File: src/hw/riscvMacros.svh
`ifndef RISCV_MACROS_SVH
`define RISCV_MACROS_SVH

`define RV_XLEN 32
`define RV_MEM_AW 12
`define RV_RESET_PC 32'h0000_0000

// ALU operand A
`define SRCA_PC 2'd0
`define SRCA_REG 2'd1
`define SRCA_ZERO 2'd2
// ALU operand B
`define SRCB_REG 2'd0
`define SRCB_IMM 2'd1
`define SRCB_FOUR 2'd2
`define PCSRC_ALU 2'd0 // Next PC sources
`define PCSRC_ALUREG 2'd1
`define PCSRC_JALR 2'd2
`define WB_ALUREG 2'd0 // Register write data
`define WB_MEM 2'd1
`define WB_PC4 2'd2

`endif

File: src/hw/riscvPkg.sv
`include "riscvMacros.svh"

package riscvPkg;

	typedef logic [`RV_XLEN-1:0] word_t;
	typedef logic [4:0] regAddr_t;

	typedef enum logic [2:0] {
		FETCH,
		DECODE,
		EXEC,
		MEM,
		WB,
		HALTED
	} cpuState_t;

	// Major opcodes the core knows
	typedef enum logic [6:0] {
		OP_LUI    = 7'b0110111,
		OP_AUIPC  = 7'b0010111,
		OP_JAL    = 7'b1101111,
		OP_JALR   = 7'b1100111,
		OP_BRANCH = 7'b1100011,
		OP_LOAD   = 7'b0000011,
		OP_STORE  = 7'b0100011,
		OP_IMM    = 7'b0010011,
		OP_REG    = 7'b0110011,
		OP_SYSTEM = 7'b1110011 // EBREAK only
	} opcode_t;

	typedef enum logic [3:0] {
		ALU_ADD,
		ALU_SUB,
		ALU_SLL,
		ALU_SLT,
		ALU_SLTU,
		ALU_XOR,
		ALU_SRL,
		ALU_SRA,
		ALU_OR,
		ALU_AND,
		ALU_PASSB // LUI
	} aluOp_t;

endpackage

File: src/hw/ctrlIf.sv
`timescale 1ns/1ps

interface ctrlIf;
	import riscvPkg::*;

	logic irWrite;
	logic pcWrite;
	logic pcWriteCond;
	logic [1:0] aluSrcA; // PC, register A, zero
	logic [1:0] aluSrcB; // Register B, immediate, 4
	aluOp_t aluOp;
	logic [1:0] pcSrc;
	logic [1:0] wbSrc;
	logic regWrite;
	logic memRead;
	logic memWrite;

	// Fields and flags back from the datapath
	opcode_t opcode;
	logic [2:0] funct3;
	logic funct7bit;
	logic aluZero;
	logic branchTrue; // Condition for funct3

	modport ctrl (
		output irWrite, pcWrite, pcWriteCond, aluSrcA, aluSrcB, aluOp, pcSrc, wbSrc,
		output regWrite, memRead, memWrite,
		input opcode, funct3, funct7bit, aluZero, branchTrue
	);

	modport dp (
		input irWrite, pcWrite, pcWriteCond, aluSrcA, aluSrcB, aluOp, pcSrc, wbSrc,
		input regWrite, memRead, memWrite,
		output opcode, funct3, funct7bit, aluZero, branchTrue
	);

endinterface

File: src/hw/cpuControl.sv
`timescale 1ns/1ps
`include "riscvMacros.svh"

module cpuControl (
	input logic CLK,
	input logic RSTn,
	ctrlIf.ctrl bus,
	output logic iMemCsn,
	output logic dMemCsn,
	output logic dMemWen,
	output logic [3:0] dMemBe,
	output logic rfWe,
	output logic halt,
	output riscvPkg::word_t numInst
);
	import riscvPkg::*;

	cpuState_t state;
	cpuState_t nextState;
	logic retire; // Last state of an instruction
	aluOp_t funcOp;

	always_ff @(posedge CLK) begin
		if (RSTn) begin
			state <= FETCH;
			numInst <= '0;
		end else begin
			state <= nextState;
			if (retire)
				numInst <= numInst + 1'b1;
		end
	end

	always_comb begin
		nextState = state;
		retire = 1'b0;
		case (state)
			FETCH: nextState = DECODE;
			DECODE: begin
				case (bus.opcode)
					OP_SYSTEM: begin
						nextState = HALTED;
						retire = 1'b1;
					end
					OP_LUI, OP_AUIPC, OP_JAL, OP_JALR, OP_BRANCH,
					OP_LOAD, OP_STORE, OP_IMM, OP_REG:
						nextState = EXEC;
					default: begin
						nextState = FETCH; // Unknown opcode retires as a no-op
						retire = 1'b1;
					end
				endcase
			end
			EXEC: begin
				if (bus.opcode == OP_BRANCH) begin
					nextState = FETCH;
					retire = 1'b1;
				end else if (bus.opcode == OP_LOAD || bus.opcode == OP_STORE)
					nextState = MEM;
				else
					nextState = WB;
			end
			MEM: begin
				if (bus.opcode == OP_STORE) begin
					nextState = FETCH;
					retire = 1'b1;
				end else
					nextState = WB;
			end
			WB: begin
				nextState = FETCH;
				retire = 1'b1;
			end
			default: nextState = HALTED; // Left only by reset
		endcase
	end

	always_comb begin
		case (bus.funct3)
			3'b000: funcOp = (bus.opcode == OP_REG && bus.funct7bit) ? ALU_SUB : ALU_ADD;
			3'b001: funcOp = ALU_SLL;
			3'b010: funcOp = ALU_SLT;
			3'b011: funcOp = ALU_SLTU;
			3'b100: funcOp = ALU_XOR;
			3'b101: funcOp = bus.funct7bit ? ALU_SRA : ALU_SRL;
			3'b110: funcOp = ALU_OR;
			default: funcOp = ALU_AND;
		endcase
	end

	always_comb begin
		bus.irWrite = 1'b0;
		bus.pcWrite = 1'b0;
		bus.pcWriteCond = 1'b0;
		bus.regWrite = 1'b0;
		bus.memRead = 1'b0;
		bus.memWrite = 1'b0;
		bus.pcSrc = `PCSRC_ALU;
		bus.aluSrcA = `SRCA_REG;
		bus.aluSrcB = `SRCB_IMM;
		bus.aluOp = ALU_ADD;
		// Execute operands, held through MEM and WB so the ALU register keeps its value
		case (bus.opcode)
			OP_LUI: begin
				bus.aluSrcA = `SRCA_ZERO;
				bus.aluOp = ALU_PASSB;
			end
			OP_AUIPC, OP_JAL: bus.aluSrcA = `SRCA_PC;
			OP_BRANCH: begin
				bus.aluSrcB = `SRCB_REG;
				bus.aluOp = ALU_SUB; // Feeds aluZero
			end
			OP_IMM: bus.aluOp = funcOp;
			OP_REG: begin
				bus.aluSrcB = `SRCB_REG;
				bus.aluOp = funcOp;
			end
			default: ;
		endcase
		case (state)
			FETCH: begin
				bus.irWrite = 1'b1;
				bus.pcWrite = 1'b1;
				bus.aluSrcA = `SRCA_PC;
				bus.aluSrcB = `SRCB_FOUR;
				bus.aluOp = ALU_ADD;
			end
			DECODE: begin
				bus.aluSrcA = `SRCA_PC; // Branch target
				bus.aluSrcB = `SRCB_IMM;
				bus.aluOp = ALU_ADD;
			end
			EXEC: begin
				case (bus.opcode)
					OP_JAL: bus.pcWrite = 1'b1;
					OP_JALR: begin
						bus.pcWrite = 1'b1;
						bus.pcSrc = `PCSRC_JALR;
					end
					OP_BRANCH: begin
						bus.pcWriteCond = 1'b1;
						bus.pcSrc = `PCSRC_ALUREG;
					end
					default: ;
				endcase
			end
			MEM: begin
				bus.memRead = (bus.opcode == OP_LOAD);
				bus.memWrite = (bus.opcode == OP_STORE);
			end
			WB: bus.regWrite = 1'b1;
			default: ;
		endcase
	end

	always_comb begin
		case (bus.opcode)
			OP_LOAD: bus.wbSrc = `WB_MEM;
			OP_JAL, OP_JALR: bus.wbSrc = `WB_PC4; // Link value
			default: bus.wbSrc = `WB_ALUREG;
		endcase
	end

	assign iMemCsn = ~bus.irWrite;
	assign dMemCsn = ~(bus.memRead | bus.memWrite);
	assign dMemWen = ~bus.memWrite;
	assign dMemBe = 4'b1111; // Word accesses only
	assign rfWe = bus.regWrite;
	assign halt = (state == HALTED);

endmodule

File: src/hw/cpuDatapath.sv
`timescale 1ns/1ps
`include "riscvMacros.svh"

module cpuDatapath (
	input logic CLK,
	input logic RSTn,
	input riscvPkg::word_t iMemDi,
	input riscvPkg::word_t dMemDi,
	input riscvPkg::word_t rfRd1,
	input riscvPkg::word_t rfRd2,
	ctrlIf.dp bus,
	output logic [`RV_MEM_AW-1:0] iMemAddr,
	output logic [`RV_MEM_AW-1:0] dMemAddr,
	output riscvPkg::word_t dMemDout,
	output riscvPkg::regAddr_t rfRa1,
	output riscvPkg::regAddr_t rfRa2,
	output riscvPkg::regAddr_t rfWa,
	output riscvPkg::word_t rfWd,
	output riscvPkg::word_t outputPort
);
	import riscvPkg::*;

	word_t pc;
	word_t oldPc; // PC of the instruction in IR
	word_t ir;
	word_t regA;
	word_t regB;
	word_t aluOut;
	word_t imm;
	word_t opA;
	word_t opB;
	word_t aluResult;
	word_t pcNext;
	word_t jalrTarget;
	logic pcEn;

	always_ff @(posedge CLK) begin
		if (RSTn)
			pc <= `RV_RESET_PC;
		else if (pcEn)
			pc <= pcNext;
	end

	always_ff @(posedge CLK) begin
		if (bus.irWrite) begin
			ir <= iMemDi;
			oldPc <= pc;
		end
		regA <= rfRd1;
		regB <= rfRd2;
		if (!(bus.memRead || bus.memWrite))
			aluOut <= aluResult; // Address stays put during the access
	end

	assign bus.opcode = opcode_t'(ir[6:0]);
	assign bus.funct3 = ir[14:12];
	assign bus.funct7bit = ir[30];
	assign rfRa1 = ir[19:15];
	assign rfRa2 = ir[24:20];
	assign rfWa = ir[11:7];

	always_comb begin
		case (bus.opcode)
			OP_STORE: imm = {{20{ir[31]}}, ir[31:25], ir[11:7]};
			OP_BRANCH: imm = {{19{ir[31]}}, ir[31], ir[7], ir[30:25], ir[11:8], 1'b0};
			OP_LUI, OP_AUIPC: imm = {ir[31:12], 12'b0};
			OP_JAL: imm = {{11{ir[31]}}, ir[31], ir[19:12], ir[20], ir[30:21], 1'b0};
			default: imm = {{20{ir[31]}}, ir[31:20]}; // I format
		endcase
	end

	always_comb begin
		case (bus.aluSrcA)
			`SRCA_PC: opA = bus.irWrite ? pc : oldPc; // Fetch PC until IR is loaded
			`SRCA_REG: opA = regA;
			default: opA = '0;
		endcase
		case (bus.aluSrcB)
			`SRCB_REG: opB = regB;
			`SRCB_IMM: opB = imm;
			default: opB = word_t'(4);
		endcase
	end

	always_comb begin
		case (bus.aluOp)
			ALU_ADD: aluResult = opA + opB;
			ALU_SUB: aluResult = opA - opB;
			ALU_SLL: aluResult = opA << opB[4:0];
			ALU_SLT: aluResult = word_t'($signed(opA) < $signed(opB));
			ALU_SLTU: aluResult = word_t'(opA < opB);
			ALU_XOR: aluResult = opA ^ opB;
			ALU_SRL: aluResult = opA >> opB[4:0];
			ALU_SRA: aluResult = word_t'($signed(opA) >>> opB[4:0]);
			ALU_OR: aluResult = opA | opB;
			ALU_AND: aluResult = opA & opB;
			default: aluResult = opB;
		endcase
	end

	assign bus.aluZero = (aluResult == '0);

	// Compare on A and B, equality through the subtract
	always_comb begin
		case (bus.funct3)
			3'b000: bus.branchTrue = bus.aluZero;
			3'b001: bus.branchTrue = !bus.aluZero;
			3'b100: bus.branchTrue = $signed(regA) < $signed(regB);
			3'b101: bus.branchTrue = $signed(regA) >= $signed(regB);
			3'b110: bus.branchTrue = regA < regB;
			3'b111: bus.branchTrue = regA >= regB;
			default: bus.branchTrue = 1'b0;
		endcase
	end

	assign jalrTarget = (regA + imm) & ~word_t'(1);
	assign pcEn = bus.pcWrite || (bus.pcWriteCond && bus.branchTrue);

	always_comb begin
		case (bus.pcSrc)
			`PCSRC_ALUREG: pcNext = aluOut;
			`PCSRC_JALR: pcNext = jalrTarget;
			default: pcNext = aluResult;
		endcase
	end

	always_comb begin
		case (bus.wbSrc)
			`WB_MEM: rfWd = dMemDi;
			`WB_PC4: rfWd = oldPc + word_t'(4);
			default: rfWd = aluOut;
		endcase
	end

	assign iMemAddr = pc[`RV_MEM_AW-1:0]; // Byte address
	assign dMemAddr = aluOut[`RV_MEM_AW+1:2]; // Word address
	assign dMemDout = regB;

	always_ff @(posedge CLK) begin
		if (RSTn)
			outputPort <= '0;
		else if (bus.regWrite)
			outputPort <= rfWd;
		else if (bus.pcWriteCond)
			outputPort <= word_t'(bus.branchTrue); // Taken flag
		else if (bus.memWrite)
			outputPort <= word_t'(dMemAddr);
	end

endmodule

File: src/hw/riscvTop.sv
`timescale 1ns/1ps
`include "riscvMacros.svh"

module riscvTop (
	input logic CLK,
	input logic RSTn,
	output logic iMemCsn,
	input riscvPkg::word_t iMemDi,
	output logic [`RV_MEM_AW-1:0] iMemAddr, // Byte address
	output logic dMemCsn,
	input riscvPkg::word_t dMemDi,
	output riscvPkg::word_t dMemDout,
	output logic [`RV_MEM_AW-1:0] dMemAddr, // Word address
	output logic dMemWen,
	output logic [3:0] dMemBe,
	output logic rfWe,
	output riscvPkg::regAddr_t rfRa1,
	output riscvPkg::regAddr_t rfRa2,
	output riscvPkg::regAddr_t rfWa,
	input riscvPkg::word_t rfRd1,
	input riscvPkg::word_t rfRd2,
	output riscvPkg::word_t rfWd,
	output logic halt,
	output riscvPkg::word_t numInst,
	output riscvPkg::word_t outputPort
);

	ctrlIf bus ();

	cpuControl control (
		.CLK(CLK),
		.RSTn(RSTn),
		.bus(bus.ctrl),
		.iMemCsn(iMemCsn),
		.dMemCsn(dMemCsn),
		.dMemWen(dMemWen),
		.dMemBe(dMemBe),
		.rfWe(rfWe),
		.halt(halt),
		.numInst(numInst)
	);

	cpuDatapath datapath (
		.CLK(CLK),
		.RSTn(RSTn),
		.iMemDi(iMemDi),
		.dMemDi(dMemDi),
		.rfRd1(rfRd1),
		.rfRd2(rfRd2),
		.bus(bus.dp),
		.iMemAddr(iMemAddr),
		.dMemAddr(dMemAddr),
		.dMemDout(dMemDout),
		.rfRa1(rfRa1),
		.rfRa2(rfRa2),
		.rfWa(rfWa),
		.rfWd(rfWd),
		.outputPort(outputPort)
	);

endmodule

File: config.mk
export PLATFORM = sky130hd
export DESIGN_NAME = riscvTop
export DESIGN_NICKNAME = d
export VERILOG_FILES = /design/src/hw/riscvPkg.sv /design/src/hw/ctrlIf.sv /design/src/hw/cpuControl.sv /design/src/hw/cpuDatapath.sv /design/src/hw/riscvTop.sv
export VERILOG_INCLUDE_DIRS = /design/src /design/src/hw
export SDC_FILE = /design/constraint.sdc
export NUM_CORES = 1
export LEC_CHECK = 0
export BUFFER_PORTS_ARGS = -buffer_cell sky130_fd_sc_hd__buf_2
export CAP_MARGIN = 10
export CORE_MARGIN = 2
export CORE_UTILIZATION = 30
export CTS_CLUSTER_DIAMETER = 80
export CTS_CLUSTER_SIZE = 40
export DETAILED_ROUTE_END_ITERATION = 12
export PLACE_DENSITY = 0.45
export SLEW_MARGIN = 40
export SYNTH_ARGS = -nofsm -noshare
export SYNTH_HDL_FRONTEND = slang
export SYNTH_SLANG_ARGS = --single-unit
File: constraint.sdc
create_clock -name CLK -period 10.45 [get_ports CLK]
set_clock_uncertainty 0.1 [all_clocks]
set_input_delay 2.09 -clock CLK [delete_from_list [all_inputs] [get_ports CLK]]
set_output_delay 2.09 -clock CLK [all_outputs]
set_load 0.01 [all_outputs]
==> results.sh, run 1 <==
export IMPL_clockRootBuffer="clkbuf_16"
export IMPL_via_per_inst=6.18
export IMPL_ant_nets=0
export IMPL_syn_avg_cell_area_sq_um=7.80
export IMPL_grt_met3_usage=0.0558
export IMPL_synth_top_area_cell="dfxtp_1"
export IMPL_relSlewSlack=0.325
export IMPL_start_util=0.302
export IMPL_tns_ns=0
export IMPL_hold_violations=0
export IMPL_wirelength_mm=144
export IMPL_synth_yosys_seq_area_share=0.236
export IMPL_path_clk_slew_ns=0.10
export IMPL_crit_type="reg2reg"
export IMPL_whs_ns=0.362
export IMPL_cts_resized=0
export IMPL_cts_setup_buffers=0
export IMPL_cts_tree="yes"
export IMPL_yosysMostFrequentCell="nor2_1"
export IMPL_fin_crit_sh=0.868
export IMPL_p_seq_frac=0.278
export IMPL_die_w_um=291
export IMPL_std_cell_rows=105
export IMPL_synth_commonest_cells="nor2_1, nand2_1, a21oi_1"
export IMPL_die_area_sq_um=84600
export IMPL_irDropWorstVdd_uv=91.3
export IMPL_fmax_mhz=110
export IMPL_critical_path_top_delay_family="compound AO/OA/AOI/OAI gates"
export IMPL_worstMarginPinSlew_ns=0.987
export IMPL_pwr_share_comb=0.522
export IMPL_clkPwrFrac=0.200
export IMPL_cts_buffers=22
export IMPL_synth_edff_count=64
export IMPL_use_met2=0.504
export IMPL_ys_flop_type="dfxtp_1"
export IMPL_fillers=8851
export IMPL_hpwlAfterDp_mm=114
export IMPL_critPathArrivalTime_ns=9.42
export IMPL_cts_sinks=259
export IMPL_vias=27300
export IMPL_worstSetupStartpointType="flip-flop"
export IMPL_grt_max_degree=88
export IMPL_path_buf_inv=2
export IMPL_synth_seq_cells=259
export IMPL_seq_area_sq_um=5830
export IMPL_port_buffer_count=301
export IMPL_insertion_delay_ns=0.57
export IMPL_worstSetupEndpointType="flip-flop"
export IMPL_cts_buffer_depth=3
export IMPL_grt_overflow=0
export IMPL_die_y_um=291
export IMPL_period_needed_ns=9.07
export IMPL_dr_pass1_iters=6
export IMPL_synthTopCellsByArea="dfxtp_1, ha_1, edfxtp_1"
export IMPL_cpMaxStageDelayCell="and4bb_1"
export IMPL_antenna_found_initial=5
export IMPL_use_met1=0.429
export IMPL_grt_usage=0.326
export IMPL_grt_pass1_wl_mm=201
export IMPL_gp_congestion=1.05
export IMPL_coreArea_sq_um=81700
export IMPL_rsz0062_at_grt="false"
export IMPL_ys_async_sr_fraction=0
export IMPL_crit_fanout=29
export IMPL_netlist_instances=3166
export IMPL_multiInputGateArea_sq_um=17000
export IMPL_hp_class="reg2reg"
export IMPL_top_usage_layer="met2"
export IMPL_avgRoutedWirePerCell_um=32.5
export IMPL_finalSetupViolations=0
export IMPL_holdBufCountCts=0
export IMPL_drt_iter0_drc=3330
export IMPL_maxSlewViolCount=0
export IMPL_htreeDepth=1
export IMPL_cap_violations=0
export IMPL_status="complete, no violations"
export IMPL_drc=0
export IMPL_finalNetCount=3626
export IMPL_grt_pass1_vias=25700
export IMPL_drive_gt1_frac=0.171
export IMPL_yosysUniqueCellTypes=114
export IMPL_netlist_area_sq_um=24700
export IMPL_syn_to_final_growth_pct=13.2
export IMPL_crit_chain="and4bb_1 > a41oi_4 > nand3_1 > and2_2 > clkinv_4 > ha_1 > nor2b_1 > a2111oi_0 > buf_4 > a211oi_1 > a2111oi_0 > a21oi_1 > a211oi_1 > o21ai_0 > xnor2_1 > a2111oi_2 > nand2_1 > a2111oi_2 > nand4_1 > or2_1 > a211o_1 > nor2_8 > mux2_1"
export IMPL_power_internal_mw=2.47
export IMPL_critPathMaxStageDelay_ns=0.70
export IMPL_ys_warn_count=0
export IMPL_required_ns=10.80
export IMPL_p_sw_mw=2.46
export IMPL_p_per_area_nw_per_um2=176
export IMPL_io_pins=306
export IMPL_synth_top_area_share=0.158
export IMPL_power_leakage_nw=11.9
export IMPL_switching_share=0.498
==> metal layers <==
metal,part of all wire,routed length (um)
met1,0.42,60000
met2,0.43,61700
met3,0.087,12400
met4,0.065,9350
met5,0.00026,38
==> power by group through the flow <==
stage	combinational [mW]	sequential [mW]	clock [mW]
2_1_floorplan	1.51	1.28	0
3_3_place_gp	2.48	1.39	0
3_5_place_dp	2.46	1.39	0
4_1_cts	2.48	1.37	1.01
5_1_grt	2.68	1.38	1.05
6_report	2.57	1.37	0.986
==> registers in the layout, summed over array words and instances, names as in the netlist <==
signal,cells
datapath.regA,32
datapath.ir,32
datapath.dMemDout,32
control.state,3
datapath.aluOut,32
control.numInst,32
datapath.oldPc,32
datapath.outputPort,32
datapath.pc,32
==> worst paths after layout <==
check	slack (ns)	cells after the start	start	to
max reg2reg	1.38	23	datapath.ir[2]	datapath.pc[28]
min	0.36	2	datapath.outputPort[4]	datapath.outputPort[4]
max	1.38	23	datapath.ir[2]	datapath.pc[28]
min reg2reg	0.36	2	datapath.outputPort[4]	datapath.outputPort[4]
==> kinds of logic (layout without fill, tap and decap cells) <==
| family | Yosys count | in the layout | share of synthesized area |
|---|---|---|---|
| XOR/XNOR | 107 | 107 | 0.0380 |
| AND/OR/NAND/NOR | 982 | 982 | 0.187 |
| other | 1 | 6 | 0.000152 |
| flip-flops | 259 | 259 | 0.236 |
| AO/OA/AOI/OAI | 1008 | 1008 | 0.285 |
| multiplexers | 194 | 194 | 0.0823 |
| buffers and inverters | 443 | 615 | 0.0836 |
| adder cells (fa/ha/maj) | 172 | 172 | 0.0880 |
==> cell type report <==
type	instances	area share
Antenna cell	2	0.000179
Clock buffer	25	0.0216
Clock inverter	15	0.00958
Inverter	185	0.0250
Multi-Input combinational cell	2467	0.609
Sequential cell	259	0.208
Tap cell	1070	0.0479
Timing Repair Buffer	390	0.0786
==> worst min-delay path, stage by stage, from the launching register on <==
cell and delay (ns):
dfxtp_1 0.31, nand2_1 0.05, a21oi_1 0.05
==> placed cells by master (no fill, tap or decap), types with 21 or more instances in the layout <==
master / n
a211oi_1: 45
a21o_1: 42
a21oi_1: 219
a22oi_1: 90
a31oi_1: 41
and3_1: 27
buf_2: 303
buf_4: 84
clkbuf_16: 23
dfxtp_1: 195
edfxtp_1: 64
ha_1: 167
inv_1: 172
mux2_2: 32
mux2i_1: 148
nand2_1: 288
nand3_1: 82
nand4_1: 43
nor2_1: 295
nor3_1: 65
o211ai_1: 54
o21a_1: 21
o21ai_0: 149
o221ai_1: 31
o22ai_1: 34
o31ai_1: 28
or3_1: 22
xnor2_1: 71
xor2_1: 36
==> through the flow <==
stage | power, mW | cells | setup WS, ns | cell area, sq um | util
after floorplan | 2.79 | 3169 | 2.66 | 24700 | -
after global placement | 3.87 | 4368 | 1.48 | 26900 | 0.330
after detailed placement | 3.86 | 4370 | 1.72 | 27100 | 0.331
after CTS | 4.86 | 4410 | 1.67 | 27900 | 0.342
after global routing | 5.11 | 4411 | 1.05 | 28000 | 0.342
final | 4.93 | 4413 | 1.38 | 28000 | 0.342
No activity file was read; power rests on OpenSTA's default activity.
==> run 2: changes to the inputs <==
--- a/config.mk
+++ b/config.mk
@@ -17,4 +17,5 @@
 export SLEW_MARGIN = 40
 export SYNTH_ARGS = -nofsm -noshare
 export SYNTH_HDL_FRONTEND = slang
+export SYNTH_HIERARCHICAL = 1
 export SYNTH_SLANG_ARGS = --single-unit
==> results.sh, run 2 <==
export IMPL_status="complete, no violations"
export IMPL_final_cell_mix="buf_2, nor2_1, nand2_1"
export IMPL_cpMaxStageDelayCell="o21ai_0"
export IMPL_power_total_mw=4.50
export IMPL_pre_cts_ws_ns=1.35
export IMPL_irDropWorstVdd_uv=154
export IMPL_avgRoutedWirePerCell_um=27.8
export IMPL_worstMarginPinSlew_ns=0.975
export IMPL_hpwlAfterDp_mm=96.0
export IMPL_grt_met3_usage=0.0408
export IMPL_netlist_instances=3201
export IMPL_cts_tree="yes"
export IMPL_cap_violations=0
export IMPL_worstReg2RegEnd="datapath/pc[0]"
export IMPL_ys_warn_count=6
export IMPL_power_leakage_nw=11.6
export IMPL_setup_ws_ns=1.44
export IMPL_holdBufCountCts=0
export IMPL_critPathMaxStageDelay_ns=0.70
export IMPL_relSlewSlack=0.344
export IMPL_wirelength_mm=123
export IMPL_antenna_found_initial=2
export IMPL_netlist_area_sq_um=25000
export IMPL_p_per_area_nw_per_um2=162
export IMPL_period_needed_ns=9.01
export IMPL_worstSetupEndpointType="flip-flop"
export IMPL_num_antenna_cells=0
export IMPL_dr_pass1_iters=6
export IMPL_crit_type="reg2reg"
export IMPL_gp_congestion=1.04
export IMPL_rsz0062_at_grt="false"
export IMPL_cts_resized=0
export IMPL_grt_usage=0.275
export IMPL_cts_setup_buffers=0
export IMPL_fillers=8897
export IMPL_syn_to_final_growth_pct=11.4
export IMPL_coreArea_sq_um=82200
export IMPL_fin_crit_sh=0.862
export IMPL_grt_pass1_vias=24700
export IMPL_top_usage_layer="met2"
export IMPL_use_met1=0.386
export IMPL_ant_nets=0
export IMPL_htreeDepth=1
export IMPL_final_common_cell="buf_2"
export IMPL_grt_pass1_wl_mm=177
export IMPL_finalNetCount=3636
export IMPL_insertion_delay_ns=0.58
export IMPL_syn_avg_cell_area_sq_um=7.80
export IMPL_port_buffer_count=301
export IMPL_grt_overflow=0
export IMPL_drive_gt1_frac=0.177
export IMPL_die_w_um=292
export IMPL_start_util=0.304
export IMPL_r2r_start="control/state[0]"
export IMPL_worstSetupStartpoint="control/state[0]"
export IMPL_fmax_mhz=111
export IMPL_critPathArrivalTime_ns=9.36
export IMPL_cts_sinks=259
export IMPL_r2r_slack_ns=1.44
export IMPL_hold_violations=0
export IMPL_path_clk_slew_ns=0.10
export IMPL_reg2regPathDepth=25
export IMPL_required_ns=10.80
export IMPL_grt_max_degree=71
export IMPL_vias=26400
export IMPL_crit_fanout=62
export IMPL_die_area_sq_um=85500
export IMPL_hp_class="reg2reg"
export IMPL_tns_ns=0
export IMPL_maxSlewViolCount=0
export IMPL_use_met2=0.417
export IMPL_drt_iter0_drc=2953
export IMPL_drc=0
export IMPL_cts_buffer_depth=3
export IMPL_critPathCapture="datapath/pc[0]"
export IMPL_clockRootBuffer="clkbuf_16"
export IMPL_finalSetupViolations=0
export IMPL_cts_buffers=20
export IMPL_std_cell_rows=105
export IMPL_die_y_um=292
export IMPL_io_pins=306
export IMPL_via_per_inst=5.98
export IMPL_worstSetupStartpointType="flip-flop"
-- run 2: stage by stage --
stage / hold WS (ns) / utilization / instances / instance area (sq um)
4_1_cts: 0.377 / 0.337 / 4418 / 27800
6_report: 0.372 / 0.338 / 4421 / 27800
5_1_grt: 0.391 / 0.338 / 4421 / 27800
3_5_place_dp: 0.362 / 0.329 / 4382 / 27000
3_3_place_gp: 0.356 / 0.327 / 4380 / 26900
2_1_floorplan: 0.341 / - / 3204 / 25000
-- run 2: per-layer routing --
layer | routed length (um) | share of wire
met1 | 54600 | 0.44
met2 | 52000 | 0.42
met3 | 9980 | 0.081
met4 | 6090 | 0.050
met5 | 13 | 0.00011
-- run 2: worst min-delay path by stage --
stage,slack [ns],start,endpoint,cells after the start
2_1_floorplan,0.34,datapath/pc[31],datapath/pc[31],2
3_3_place_gp,0.36,datapath/pc[31],datapath/pc[31],2
3_5_place_dp,0.36,datapath/pc[31],datapath/pc[31],2
4_1_cts,0.38,datapath/pc[31],datapath/pc[31],2
5_1_grt,0.39,datapath/pc[14],datapath/pc[14],2
6_report,0.37,datapath/pc[31],datapath/pc[31],2
-- run 2: report_power, final --
| group | internal (mW) | switching (mW) | leakage [nW] | total [mW] |
|---|---|---|---|---|
| sequential | 1.17 | 0.165 | 2.29 | 1.33 |
| combinational | 0.755 | 1.53 | 8.97 | 2.29 |
| clock | 0.428 | 0.450 | 0.348 | 0.879 |
| total | 2.35 | 2.15 | 11.6 | 4.50 |
-- run 2: area by class of cell --
| cell class | instances | area, sq um | share of cell area |
|---|---|---|---|
| repair buffers | 388 | 2190 | 0.0787 |
| clock buffers | 24 | 547 | 0.0197 |
| well taps | 1070 | 1340 | 0.0482 |
| inverters | 224 | 856 | 0.0308 |
| multi-input cells | 2444 | 16900 | 0.607 |
| flip-flops and latches | 259 | 5830 | 0.210 |
| clock inverters | 12 | 171 | 0.00617 |
-- run 2: worst max-delay path: cells and delay by family, from the launching register on --
kind	cells	cell delay (ns)
AND/OR/NAND/NOR	8	2.03
buffers and inverters	4	1.91
adder cells (fa/ha/maj)	1	0.28
flip-flops	1	0.48
AO/OA/AOI/OAI	12	4.05
